**src/hdl/cpu_pkg.sv**
```systemverilog
package cpu_pkg;

  typedef logic [15:0] word_t;     // data word, register value, alu operand
  typedef logic [31:0] addr_t;     // word address, no byte lanes
  typedef logic [4:0]  reg_addr_t; // register number
  typedef logic [3:0]  alu_func_t; // alu function code
  typedef logic [3:0]  ccr_t;      // {carry, negative, overflow, zero}

  // bit position of zero in ccr, tested by beq and bne
  localparam int CCR_ZERO = 0;

  localparam alu_func_t ALU_ADD = 4'd0;
  localparam alu_func_t ALU_SUB = 4'd1;
  localparam alu_func_t ALU_AND = 4'd2;
  localparam alu_func_t ALU_OR  = 4'd3;
  localparam alu_func_t ALU_XOR = 4'd4;
  localparam alu_func_t ALU_SHL = 4'd5;
  localparam alu_func_t ALU_SHR = 4'd6;

  // instruction class, bits 15:14 of the first word
  localparam logic [1:0] OPC_THREE_WORD = 2'b11;
  localparam logic [1:0] OPC_TWO_WORD   = 2'b10;

  // two-word sub-opcodes, bits 13:10
  localparam logic [3:0] SUB_CMP = 4'b0000;
  localparam logic [3:0] SUB_LDI = 4'b1000;
  localparam logic [3:0] SUB_BRA = 4'b1001;
  localparam logic [3:0] SUB_BEQ = 4'b1010;
  localparam logic [3:0] SUB_BNE = 4'b1100;
  localparam logic [3:0] SUB_ALU = 4'b1101;

  // three-word sub-opcodes, bits 13:12
  localparam logic [1:0] MEM_LOAD  = 2'b11;
  localparam logic [1:0] MEM_STORE = 2'b10;
  localparam logic [1:0] MEM_JMP   = 2'b01;
  localparam logic [1:0] MEM_CALL  = 2'b00;

  typedef enum logic [3:0] {
    FETCH1W, FETCH1, FETCH2W, FETCH2,
    MEMOP1W, MEMOP1, MEMOP2W, MEMOP2,
    STORE, LOADW, LOAD, HALT
  } cpu_state_e;

endpackage
```
**src/hdl/cpu_control.sv**
```systemverilog
`timescale 1ns/1ps

module cpu_control #(
  parameter cpu_pkg::addr_t BOOT_ADDR = 32'hff00_0000
) (
  input  logic               clk,
  input  logic               rst_n,
  input  cpu_pkg::word_t     data_in,
  input  cpu_pkg::word_t     reg_data1,
  input  cpu_pkg::word_t     reg_data2,
  input  cpu_pkg::word_t     alu_result,
  input  logic               alu_carry,
  input  logic               alu_negative,
  input  logic               alu_overflow,
  input  logic               alu_zero,
  output cpu_pkg::addr_t     addrbus,
  output cpu_pkg::word_t     data_out,
  output logic               write_out,
  output cpu_pkg::ccr_t      ccr,
  output logic               halted,
  output cpu_pkg::reg_addr_t rd_addr1,
  output cpu_pkg::reg_addr_t rd_addr2,
  output cpu_pkg::reg_addr_t wr_addr,
  output cpu_pkg::word_t     wr_data,
  output logic               wr_en,
  output cpu_pkg::word_t     alu_in1,
  output cpu_pkg::word_t     alu_in2,
  output cpu_pkg::alu_func_t alu_func
);

  cpu_pkg::cpu_state_e state, state_next;
  cpu_pkg::addr_t      pc, pc_next;
  cpu_pkg::addr_t      mar, mar_next;     // operand address
  cpu_pkg::word_t      opcode, opcode_next;
  cpu_pkg::word_t      data_out_next;
  cpu_pkg::ccr_t       ccr_next;
  cpu_pkg::addr_t      branch_target;

  // the second word is on data_in in FETCH2, pc still points at it
  assign branch_target = pc + 32'd1 + {{16{data_in[15]}}, data_in};

  assign addrbus = (state == cpu_pkg::STORE || state == cpu_pkg::LOADW ||
                    state == cpu_pkg::LOAD) ? mar : pc;
  assign write_out = (state == cpu_pkg::STORE);
  assign halted    = (state == cpu_pkg::HALT);

  always_ff @(posedge clk or negedge rst_n) begin
    if (!rst_n) begin
      state    <= cpu_pkg::FETCH1W;
      pc       <= BOOT_ADDR;
      mar      <= '0;
      opcode   <= '0;
      data_out <= '0;
      ccr      <= '0;
    end else begin
      state    <= state_next;
      pc       <= pc_next;
      mar      <= mar_next;
      opcode   <= opcode_next;
      data_out <= data_out_next;
      ccr      <= ccr_next;
    end
  end

  always_comb begin
    state_next    = state;
    pc_next       = pc;
    mar_next      = mar;
    opcode_next   = opcode;
    data_out_next = data_out;
    ccr_next      = ccr;
    rd_addr1      = '0;
    rd_addr2      = '0;
    wr_addr       = '0;
    wr_data       = '0;
    wr_en         = 1'b0;
    alu_in1       = '0;
    alu_in2       = '0;
    alu_func      = cpu_pkg::ALU_ADD;

    case (state)
      cpu_pkg::FETCH1W: state_next = cpu_pkg::FETCH1;
      cpu_pkg::FETCH1: begin
        pc_next     = pc + 32'd1;
        opcode_next = data_in;
        case (data_in[15:14])
          cpu_pkg::OPC_THREE_WORD: state_next = cpu_pkg::MEMOP1W;
          cpu_pkg::OPC_TWO_WORD:   state_next = cpu_pkg::FETCH2W;
          default:                 state_next = cpu_pkg::HALT; // classes 01, 00
        endcase
      end
      cpu_pkg::FETCH2W: state_next = cpu_pkg::FETCH2;
      cpu_pkg::FETCH2: begin
        pc_next    = pc + 32'd1;
        state_next = cpu_pkg::FETCH1W;
        case (opcode[13:10])
          cpu_pkg::SUB_CMP: begin
            rd_addr1 = data_in[9:5];
            rd_addr2 = data_in[4:0];
            alu_in1  = reg_data1;
            alu_in2  = reg_data2;
            alu_func = opcode[8:5];
            ccr_next = {alu_carry, alu_negative, alu_overflow, alu_zero};
          end
          cpu_pkg::SUB_LDI: begin
            wr_addr = opcode[4:0];
            wr_data = data_in; // immediate is the second word
            wr_en   = 1'b1;
          end
          cpu_pkg::SUB_BRA: pc_next = branch_target;
          cpu_pkg::SUB_BEQ: begin
            if (ccr[cpu_pkg::CCR_ZERO]) begin
              pc_next = branch_target;
            end
          end
          cpu_pkg::SUB_BNE: begin
            if (!ccr[cpu_pkg::CCR_ZERO]) begin
              pc_next = branch_target;
            end
          end
          cpu_pkg::SUB_ALU: begin
            rd_addr1 = data_in[9:5];
            rd_addr2 = data_in[4:0];
            alu_in1  = reg_data1;
            alu_in2  = reg_data2;
            alu_func = opcode[8:5];
            wr_addr  = opcode[4:0];
            wr_data  = alu_result;
            wr_en    = 1'b1;
          end
          default: state_next = cpu_pkg::HALT; // undefined sub-opcode
        endcase
      end
      cpu_pkg::MEMOP1W: state_next = cpu_pkg::MEMOP1;
      cpu_pkg::MEMOP1: begin
        pc_next         = pc + 32'd1;
        mar_next[31:16] = data_in; // second word is the high half
        state_next      = cpu_pkg::MEMOP2W;
      end
      cpu_pkg::MEMOP2W: state_next = cpu_pkg::MEMOP2;
      cpu_pkg::MEMOP2: begin
        pc_next        = pc + 32'd1;
        mar_next[15:0] = data_in;
        case (opcode[13:12])
          cpu_pkg::MEM_LOAD: state_next = cpu_pkg::LOADW;
          cpu_pkg::MEM_STORE: begin
            rd_addr1      = opcode[4:0];
            data_out_next = reg_data1;
            state_next    = cpu_pkg::STORE;
          end
          cpu_pkg::MEM_JMP: begin
            pc_next    = {mar[31:16], data_in};
            state_next = cpu_pkg::FETCH1W;
          end
          cpu_pkg::MEM_CALL: state_next = cpu_pkg::HALT; // no stack
          default:           state_next = cpu_pkg::HALT;
        endcase
      end
      cpu_pkg::STORE: state_next = cpu_pkg::FETCH1W;
      cpu_pkg::LOADW: state_next = cpu_pkg::LOAD; // memory sees mar here
      cpu_pkg::LOAD: begin
        wr_addr    = opcode[4:0];
        wr_data    = data_in;
        wr_en      = 1'b1;
        state_next = cpu_pkg::FETCH1W;
      end
      cpu_pkg::HALT: state_next = cpu_pkg::HALT; // only reset leaves
      default:       state_next = cpu_pkg::HALT;
    endcase
  end

endmodule

```
**config.mk**
```make
export PLATFORM = sky130hd
export DESIGN_NAME = cpu_control
export DESIGN_NICKNAME = d
export VERILOG_FILES = /design/src/hdl/cpu_pkg.sv /design/src/hdl/cpu_control.sv
export SDC_FILE = /design/constraint.sdc
export NUM_CORES = 1
export LEC_CHECK = 0
export ABC_CLOCK_PERIOD_IN_PS = 4600
export BUFFER_PORTS_ARGS = -buffer_cell sky130_fd_sc_hd__buf_2
export CORE_AREA = 2 2 159 161
export CTS_CLUSTER_DIAMETER = 80
export DETAILED_ROUTE_END_ITERATION = 7
export DIE_AREA = 0 0 161 163
export GPL_ROUTABILITY_DRIVEN = 0
export PLACE_DENSITY = 0.53
export SLEW_MARGIN = 20
export SYNTH_ARGS = -nofsm -noshare
export SYNTH_HDL_FRONTEND = slang
export SYNTH_SLANG_ARGS = --single-unit
```
**constraint.sdc**
```tcl
create_clock -name clk -period 4.6 [get_ports clk]
set_input_delay 0.92 -clock clk [delete_from_list [all_inputs] [get_ports clk]]
set_output_delay 0.92 -clock clk [all_outputs]
set_load 0.005 [all_outputs]
```
==> key figures, run 1 <==
Die
  • Core Area: 24670 µm²
  • Die ar.: 26240 µm²
  • Starting Density: 0.3231
  • I/O pins: 192
  • Rows: 58
  • Die Span Y: 163 µm
  • Die width: 161 µm

Critical path
  • Reg2Reg Depth: 15
  • Critical path type: reg2reg
  • Setup crit start kind: flop
  • CP max FO: 8
  • Arr. time, crit path: 4.49 ns
  • R2R Path Start: pc[0]
  • FF-to-FF End: pc[31]
  • Worst Setup End Kind: flop
  • R2R Setup Slk: 0.40 ns
  • CP required: 4.89 ns

Timing
  • Max-slew violations: 0
  • Hold Fails Final Rpt: 0
  • Final period utilization: 0.9141
  • Setup violators final: 0
  • Tightest Pin Transition: 1.091 ns
  • Clock Skew: 0.01399 ns
  • Slew HR: 0.2724
  • Setup_tns: 0 ns
  • WHS: 0.4786 ns
  • Post-route setup slack: 0.3952 ns
  • Min Tclk post-route: 4.205 ns
  • Max Freq: 237.8 MHz
  • RSZ-0062 raised after global routing: no

Placement
  • Placed instance count: 1365
  • Placed inst area: 9258 µm²
  • Detailed placement HPWL: 19.53 mm
  • Port bufs: 191
  • Place WS: 0.4400 ns

Global routing
  • GR Util All Layers: 0.2000
  • First-pass GRT wire length: 41.16 mm
  • Largest net degree at the start of global routing: 66
  • Initial antenna violation count: 0
  • Total grt overflow: 0
  • Vias in the first global route: 7129

Outcome
  • Outcome: finished clean

Synth
  • Syn Std Cell Area: 7973 µm²
  • Net Count, Synth: 991
  • Sequential share of the synthesized area: 0.3183
  • Synth area leader: dfrtp_1
  • Top cell type's share of synthesized area: 0.2919
  • Largest cells by area after synthesis: dfrtp_1 (29%), mux2_2 (11%), ha_1 (6.9%)
  • Post-synth EDFFs: 0
  • Syn_area_per_cell: 9.101 µm²
  • Synthesized flop and latch total: 101
  • Synth warn: 0
  • Syn Inst Count: 876
  • Predominant post-synthesis flop cell: dfrtp_1
  • Async SR Flop Fraction: 1.000
  • Yosys cell types: 81

Cells and area
  • Most frequent cells in the layout: buf_2 (190), nand2_1 (121), dfrtp_1 (93)
  • Most common cell after layout, fill and taps aside: buf_2
  • Final Instance Count excl. Fillers: 1381
  • Area delta synth->final: 19.93%
  • Layout cell share with drive strength beyond 1: 0.3292
  • Nets@finish: 1161
  • Util after Layout: 0.3875
  • # fillers: 2577
  • # diodes: 0
  • Fin area: 9562 µm²
  • Seq. cell area: 2537 µm²
  • Multi-input logic area: 5161 µm²

Run
  • Max Cap Viol: 0

Drt
  • Routed wire length: 26.08 mm
  • Drt pass-1 iters: 5
  • Met1 wire length: 12.45 mm
  • Wire length per cell: 18.88 µm
  • Residual DRC: 0
  • Met2 WL post-DR: 12.32 mm
  • Post-DRT Antenna Nets: 0
  • WL met3: 974 µm
  • DRT iter0 DRCs: 512
  • DR top layer: met4
  • Vias: 7267
  • Via-to-Cell Ratio: 5.262

Min path
  • Hold path cells: 2
  • Worst Min Path Start: data_out[12]
  • Endpoint of the worst hold path: data_out[12]
  • HP Class: reg2reg

Clock network
  • Post-CTS Resized: 0
  • Setup bufs post-CTS: 0
  • Clock insertion delay at the later pin of the skew report: 0.37 ns
  • CTS tree: yes
  • CTS clk-pin slew, worst paths: 0.08 ns
  • Total CTS buffers: 9
  • Hold buffer count at CTS: 0
  • Clock Path Buffers: 2
  • H-tree levels: 3
  • Clock sinks: 101
  • Clock Tree Root: clkbuf_16

Pwr
  • Overall power: 1.902 mW
  • PwrDens: 199.0 nW/µm²
  • Maximum VDD drop: 158.2 µV
  • Leak Pwr: 4.426 nW
worst max path at each step:
| stage | start | depth (start not counted) | endpoint |
|---|---|---|---|
| after floorplan | pc[0] | 15 | pc[31] |
| after global placement | pc[0] | 15 | pc[31] |
| after detailed placement | pc[0] | 15 | pc[31] |
| after CTS | pc[0] | 15 | pc[31] |
| after global routing | pc[0] | 15 | pc[31] |
| final | pc[0] | 15 | pc[31] |
worst max-delay path: stages (launching register included):
cell and delay, ns:
dfrtp_1 0.46, ha_1 0.28, and2_1 0.21, nand4_1 0.18, nor4_2 0.65, nand3_1 0.18, xnor2_1 0.18, ha_1 0.40
nand2_1 0.10, nor4_2 0.31, and3_1 0.20, o21ai_1 0.10, and4_1 0.21, o311a_1 0.36, a211oi_2 0.20, o22ai_1 0.09
registers in the layout, summed over array words and instances, names as in the netlist:
signal    count
ccr           4
data_out     16
mar          32
opcode       13
pc           32
state         4
synthesized netlist by cell type, drive strengths merged, types with 9 or more instances:
| cell type | n |
|---|---|
| xor2 | 16 |
| nor2b | 9 |
| inv | 21 |
| a21oi | 49 |
| nor3 | 18 |
| xnor2 | 35 |
| a21o | 11 |
| nand3 | 24 |
| dfrtp | 93 |
| clkbuf | 28 |
| nand2 | 121 |
| a221oi | 9 |
| nor2 | 34 |
| mux2 | 79 |
| buf | 18 |
| o21ai | 61 |
| and2 | 49 |
| a22o | 21 |
| ha | 44 |
power breakdown:
part,internal [mW],switching (mW),leakage [nW]
clock,0.387,0.404,0.148
sequential,0.887,0,1.19
combinational,0.0866,0.137,3.09
total,1.36,0.541,4.43
layer usage:
| layer | global-route usage | up-vias |
|---|---|---|
| met2 | 0.3275 | 164 |
| met5 | 0 | - |
| met3 | 0.03209 | 19 |
| li1 | - | 3518 |
| met1 | 0.2781 | 3566 |
| met4 | 0.04545 | 0 |
final cells by class:
| type | count | share of cell area |
|---|---|---|
| timing repair buffer | 205 | 0.1112 |
| tap | 330 | 0.04318 |
| clock inverter | 7 | 0.008244 |
| clock buffer | 9 | 0.02355 |
| multi-input combinational | 707 | 0.5398 |
| sequential | 101 | 0.2654 |
| inverter | 22 | 0.008636 |
cells by family (layout without fill, tap and decap cells):
group,Yosys count,count (layout),synth area share
and+or+nand+nor,301,301,0.1933
DFF,101,101,0.3183
xor gates and xnor gates,51,51,0.05603
muxes,85,85,0.1191
AOI/OAI and AO/OA,225,225,0.2029
buffers and inverters,68,243,0.03876
adders and majority gates,45,45,0.07156
No activity file was read; power rests on OpenSTA's default activity.
==> run 2: changes to the inputs <==
--- a/config.mk
+++ b/config.mk
@@ -7,12 +7,12 @@
 export LEC_CHECK = 0
 export ABC_CLOCK_PERIOD_IN_PS = 4600
 export BUFFER_PORTS_ARGS = -buffer_cell sky130_fd_sc_hd__buf_2
-export CORE_AREA = 2 2 159 161
+export CORE_AREA = 2 2 130 132
 export CTS_CLUSTER_DIAMETER = 80
 export DETAILED_ROUTE_END_ITERATION = 7
-export DIE_AREA = 0 0 161 163
+export DIE_AREA = 0 0 132 134
 export GPL_ROUTABILITY_DRIVEN = 0
-export PLACE_DENSITY = 0.53
+export PLACE_DENSITY = 0.74
 export SLEW_MARGIN = 20
 export SYNTH_ARGS = -nofsm -noshare
 export SYNTH_HDL_FRONTEND = slang
==> key figures, run 2 (synthesis results as in run 1) <==
Min path
  • Hold path cells: 2
  • Worst Min Path Start: data_out[6]
  • HP Class: reg2reg
  • Endpoint of the worst hold path: data_out[6]

Critical path
  • Slowest CP cell: nor4_2
  • FF-to-FF End: pc[31]
  • CP required: 4.89 ns
  • Worst Setup End Kind: flop
  • Top Family by Delay on Critical Path: simple AND/OR/NAND/NOR gates
  • CP max FO: 8
  • Setup crit start kind: flop
  • R2R Path Start: pc[0]
  • Reg2Reg Depth: 15
  • Slowest cell delay on critical path: 0.60 ns
  • Critical path type: reg2reg
  • CP cell instances: ha_1 -> and2_1 -> nand4_1 -> nor4_2 -> nand3_1 -> xnor2_1 -> ha_1 -> nand2_1 -> nor4_2 -> and3_1 -> o21ai_1 -> and4_1 -> o311a_1 -> a211oi_2 -> o22ai_1
  • Arr. time, crit path: 4.48 ns
  • R2R Setup Slk: 0.41 ns
  • CP Buf/Inv Count: 0

Timing
  • Max-slew violations: 0
  • Clock Skew: 0.009706 ns
  • Tightest Pin Transition: 1.061 ns
  • WHS: 0.4738 ns
  • Hold Fails Final Rpt: 0
  • RSZ-0062 raised after global routing: no
  • Max Freq: 238.7 MHz
  • Slew HR: 0.2925
  • Final period utilization: 0.9106
  • Setup_tns: 0 ns
  • Post-route setup slack: 0.4112 ns
  • Min Tclk post-route: 4.189 ns
  • Setup violators final: 0

Pwr
  • Leak Pwr: 4.402 nW
  • Maximum VDD drop: 262.9 µV
  • PwrDens: 202.9 nW/µm²

Die
  • Core Area: 16290 µm²
  • Die Span Y: 134 µm
  • Starting Density: 0.4894
  • Rows: 47
  • I/O pins: 192
  • Die ar.: 17690 µm²
  • Die width: 132 µm

Clock network
  • CTS clk-pin slew, worst paths: 0.07 ns
  • CTS tree: yes
  • Total CTS buffers: 9
  • Clock Path Buffers: 2
  • Setup bufs post-CTS: 0
  • Clock Tree Root: clkbuf_16
  • H-tree levels: 3
  • Hold buffer count at CTS: 0
  • Clock insertion delay at the later pin of the skew report: 0.37 ns
  • Post-CTS Resized: 0
  • Clock sinks: 101

Outcome
  • Outcome: finished clean

Global routing
  • Largest net degree at the start of global routing: 80
  • First-pass GRT wire length: 37.86 mm
  • GR Util All Layers: 0.2703
  • Vias in the first global route: 6912
  • Initial antenna violation count: 0
  • Total grt overflow: 0

Cells and area
  • Most common cell after layout, fill and taps aside: buf_2
  • Nets@finish: 1158
  • Most frequent cells in the layout: buf_2 (190), nand2_1 (121), dfrtp_1 (93)
  • Layout cell share with drive strength beyond 1: 0.3254
  • # diodes: 0
  • Biggest regs: mar: 32 flops, pc: 32 flops, data_out: 16 flops
  • # fillers: 1467
  • Fin area: 9412 µm²
  • Area delta synth->final: 18.05%

Drt
  • Wire length per cell: 19.12 µm
  • Post-DRT Antenna Nets: 0
  • Routed wire length: 24.24 mm
  • Via-to-Cell Ratio: 5.890
  • Vias: 7468
  • Residual DRC: 0
  • Drt pass-1 iters: 6
  • DRT iter0 DRCs: 627

Placement
  • Place WS: 0.5603 ns
  • Detailed placement HPWL: 17.61 mm
  • Placed inst area: 9092 µm²
  • Port bufs: 191

Run
  • Max Cap Viol: 0
-- run 2: per-stage QoR --
step,power [mW],cells,utilization
final,1.909,1268,0.5778
after global routing,1.975,1268,0.5778
after CTS,1.924,1268,0.5771
after detailed placement,1.120,1252,0.5582
after global placement,1.119,1252,0.5582
after floorplan,1.025,876,-
-- run 2: layer usage --
metal | track usage | routed length (µm)
met1 | 0.3758 | 10810
met2 | 0.4334 | 11350
met3 | 0.04611 | 1571
met4 | 0.08152 | 518
met5 | 0 | 0
-- run 2: layout make-up --
class / instances / area [µm²] / area share
Clock inverter: 7 / 82.58 / 0.008774
Multi-Input combinational cell: 707 / 5151 / 0.5473
Timing Repair Buffer: 202 / 1057 / 0.1123
Clock buffer: 9 / 225.2 / 0.02393
Inverter: 22 / 82.58 / 0.008774
Sequential cell: 101 / 2537 / 0.2696
Tap cell: 220 / 275.3 / 0.02925
-- run 2: how the worst max path moves through the flow --
| stage | from | end | slack, ns | cells past startpoint |
|---|---|---|---|---|
| final | pc[0] | pc[31] | 0.41 | 15 |
| after global routing | pc[0] | pc[31] | 0.21 | 15 |
| after CTS | pc[0] | pc[31] | 0.50 | 15 |
| after detailed placement | pc[0] | pc[31] | 0.56 | 15 |
| after global placement | pc[0] | pc[31] | 0.66 | 15 |
| after floorplan | pc[0] | pc[31] | 1.12 | 15 |
-- run 2: worst reg2reg max path: cells and delay by family, from the launching register on --
kind,cells,cell delay (ns)
AOI/OAI and AO/OA,4,0.78
xor gates and xnor gates,1,0.17
adders and majority gates,2,0.68
DFF,1,0.47
and+or+nand+nor,8,2.00
-- run 2: report_power, final --
part	internal (mW)	switching, mW	total, mW
logic	0.0856	0.133	0.219
clock network	0.430	0.373	0.803
registers	0.887	0	0.887
==> run 3: changes to the inputs <==
--- a/config.mk
+++ b/config.mk
@@ -5,14 +5,14 @@
 export SDC_FILE = /design/constraint.sdc
 export NUM_CORES = 1
 export LEC_CHECK = 0
-export ABC_CLOCK_PERIOD_IN_PS = 4600
+export ABC_CLOCK_PERIOD_IN_PS = 4700
 export BUFFER_PORTS_ARGS = -buffer_cell sky130_fd_sc_hd__buf_2
 export CORE_AREA = 2 2 130 132
 export CTS_CLUSTER_DIAMETER = 80
 export DETAILED_ROUTE_END_ITERATION = 7
 export DIE_AREA = 0 0 132 134
 export GPL_ROUTABILITY_DRIVEN = 0
-export PLACE_DENSITY = 0.74
+export PLACE_DENSITY = 0.82
 export SLEW_MARGIN = 20
 export SYNTH_ARGS = -nofsm -noshare
 export SYNTH_HDL_FRONTEND = slang
==> constraint.sdc (replaced) <==
create_clock -name clk -period 4.7 [get_ports clk]
set_input_delay 0.94 -clock clk [delete_from_list [all_inputs] [get_ports clk]]
set_output_delay 0.94 -clock clk [all_outputs]
set_load 0.005 [all_outputs]
==> key figures, run 3 (synthesis results as in run 1) <==
Outcome
  • Outcome: finished clean

Min path
  • HP Class: reg2reg

Cells and area
  • Nets@finish: 1159
  • # diodes: 0
  • Area delta synth->final: 17.62%
  • Multi-input logic area: 5151 µm²
  • Seq. cell area: 2537 µm²
  • Most frequent cells in the layout: buf_2 (190), nand2_1 (121), dfrtp_1 (93)
  • Most common cell after layout, fill and taps aside: buf_2
  • # fillers: 1460
  • Biggest regs: mar: 32 flops, pc: 32 flops, data_out: 16 flops
  • Layout cell share with drive strength beyond 1: 0.3251

Die
  • Core Area: 16290 µm²
  • I/O pins: 192
  • Rows: 47
  • Die width: 132 µm
  • Die ar.: 17690 µm²
  • Starting Density: 0.4894
  • Die Span Y: 134 µm

Drt
  • Vias: 7582
  • Via-to-Cell Ratio: 5.975
  • Wire length per cell: 19.49 µm
  • Drt pass-1 iters: 5
  • Routed wire length: 24.73 mm
  • Post-DRT Antenna Nets: 0
  • Residual DRC: 0
  • DRT iter0 DRCs: 772

Timing
  • RSZ-0062 raised after global routing: no
  • Min Tclk post-route: 4.283 ns
  • Slew HR: 0.2886
  • Post-route setup slack: 0.4167 ns
  • Tightest Pin Transition: 1.067 ns
  • Setup violators final: 0
  • Clock Skew: 0.01035 ns
  • Final period utilization: 0.9113
  • Setup_tns: 0 ns
  • Max Freq: 233.5 MHz
  • Hold Fails Final Rpt: 0
  • Max-slew violations: 0

Global routing
  • Largest net degree at the start of global routing: 75
  • Initial antenna violation count: 0
  • Total grt overflow: 0
  • Vias in the first global route: 7453
  • GR Util All Layers: 0.2806
  • First-pass GRT wire length: 39.61 mm

Critical path
  • CP required: 5.00 ns
  • CP cell instances: ha_1 -> and2_1 -> nand4_1 -> nor4_2 -> nand3_1 -> xnor2_1 -> ha_1 -> nand2_1 -> nor4_2 -> and3_1 -> o21ai_1 -> and4_1 -> o311a_1 -> a211oi_2 -> o22ai_1
  • Slowest CP cell: nor4_2
  • CP max FO: 8
  • Critical path type: reg2reg
  • Slowest cell delay on critical path: 0.66 ns
  • Setup crit start kind: flop
  • Arr. time, crit path: 4.58 ns
  • Worst Setup End Kind: flop

Clock network
  • Clock sinks: 101
  • CTS clk-pin slew, worst paths: 0.08 ns
  • H-tree levels: 3
  • Hold buffer count at CTS: 0
  • Clock Path Buffers: 2
  • Total CTS buffers: 9
  • Clock insertion delay at the later pin of the skew report: 0.37 ns
  • Setup bufs post-CTS: 0
  • Post-CTS Resized: 0
  • Clock Tree Root: clkbuf_16
  • CTS tree: yes

Run
  • Max Cap Viol: 0

Pwr
  • Internal: 1.321 mW
  • Clock power frac: 0.406
  • Logic pwr share: 0.117
  • PwrDens: 194.3 nW/µm²
  • Reg power frac: 0.477
  • Maximum VDD drop: 194.9 µV
  • Switching Share: 0.2749
  • Switching pwr: 0.5009 mW
  • Leak Pwr: 4.380 nW

Placement
  • Detailed placement HPWL: 17.88 mm
  • Port bufs: 191
  • Place WS: 0.5247 ns
-- run 3: cell types whose count changed in the layout (fill, tap and decap cells not counted), sizes merged --
cell	delta
buf	+1
bufinv	-1
clkbuf	+1
clkinv	-1
inv	+1
-- run 3: area by class of cell --
type / count / area share
Tap cell: 220 / 0.02935
Timing Repair Buffer: 203 / 0.1118
Sequential cell: 101 / 0.2706
Clock inverter: 6 / 0.005737
Inverter: 22 / 0.008806
Multi-Input combinational cell: 707 / 0.5493
Clock buffer: 10 / 0.02442
-- run 3: path summary, 6_finish.rpt --
path | slack (ns) | cells past startpoint | endpoint | from
setup reg to reg | 0.42 | 15 | pc[31] | pc[0]
hold / removal | 0.47 | 2 | data_out[5] | data_out[5]
max in group asynchronous | 2.99 | 2 | mar[15] | rst_n
hold reg to reg | 0.47 | 2 | data_out[5] | data_out[5]
setup / recovery | 0.42 | 15 | pc[31] | pc[0]
min in group asynchronous | 0.74 | 1 | ccr[3] | rst_n
-- run 3: critical path: cells and delay by family (launching register included) --
kind                       cells  cell delay [ns]
xor gates and xnor gates       1             0.18
DFF                            1             0.48
AOI/OAI and AO/OA              4             0.75
adders and majority gates      2             0.68
and+or+nand+nor                8             2.11
-- run 3: power groups by stage --
stage / Clock (mW) / Combinational [mW] / Sequential (mW)
after floorplan: 0 / 0.117 / 0.886
after detailed placement: 0 / 0.210 / 0.886
after global placement: 0 / 0.206 / 0.886
final: 0.740 / 0.214 / 0.869
after CTS: 0.751 / 0.211 / 0.868
after global routing: 0.784 / 0.236 / 0.868
-- run 3: through the flow --
step	hold WS [ns]	cells	util	instance area, µm²	power (mW)
6_report	0.4692	1269	0.5757	9378	1.822
5_1_grt	0.5130	1269	0.5757	9378	1.889
4_1_cts	0.4759	1269	0.5752	9370	1.830
3_5_place_dp	0.4575	1253	0.5579	9087	1.095
3_3_place_gp	0.4551	1253	0.5579	9087	1.092
2_1_floorplan	0.4697	876	-	7973	1.003
-- run 3: routing by layer --
layer,global-route usage,vias to the layer above,share of wire,wire [µm]
met4,0.1021,0,0.022,546
met3,0.06160,46,0.085,2104
met2,0.4456,355,0.47,11620
li1,-,3518,-,-
met5,0,-,0,0
met1,0.3780,3663,0.42,10460
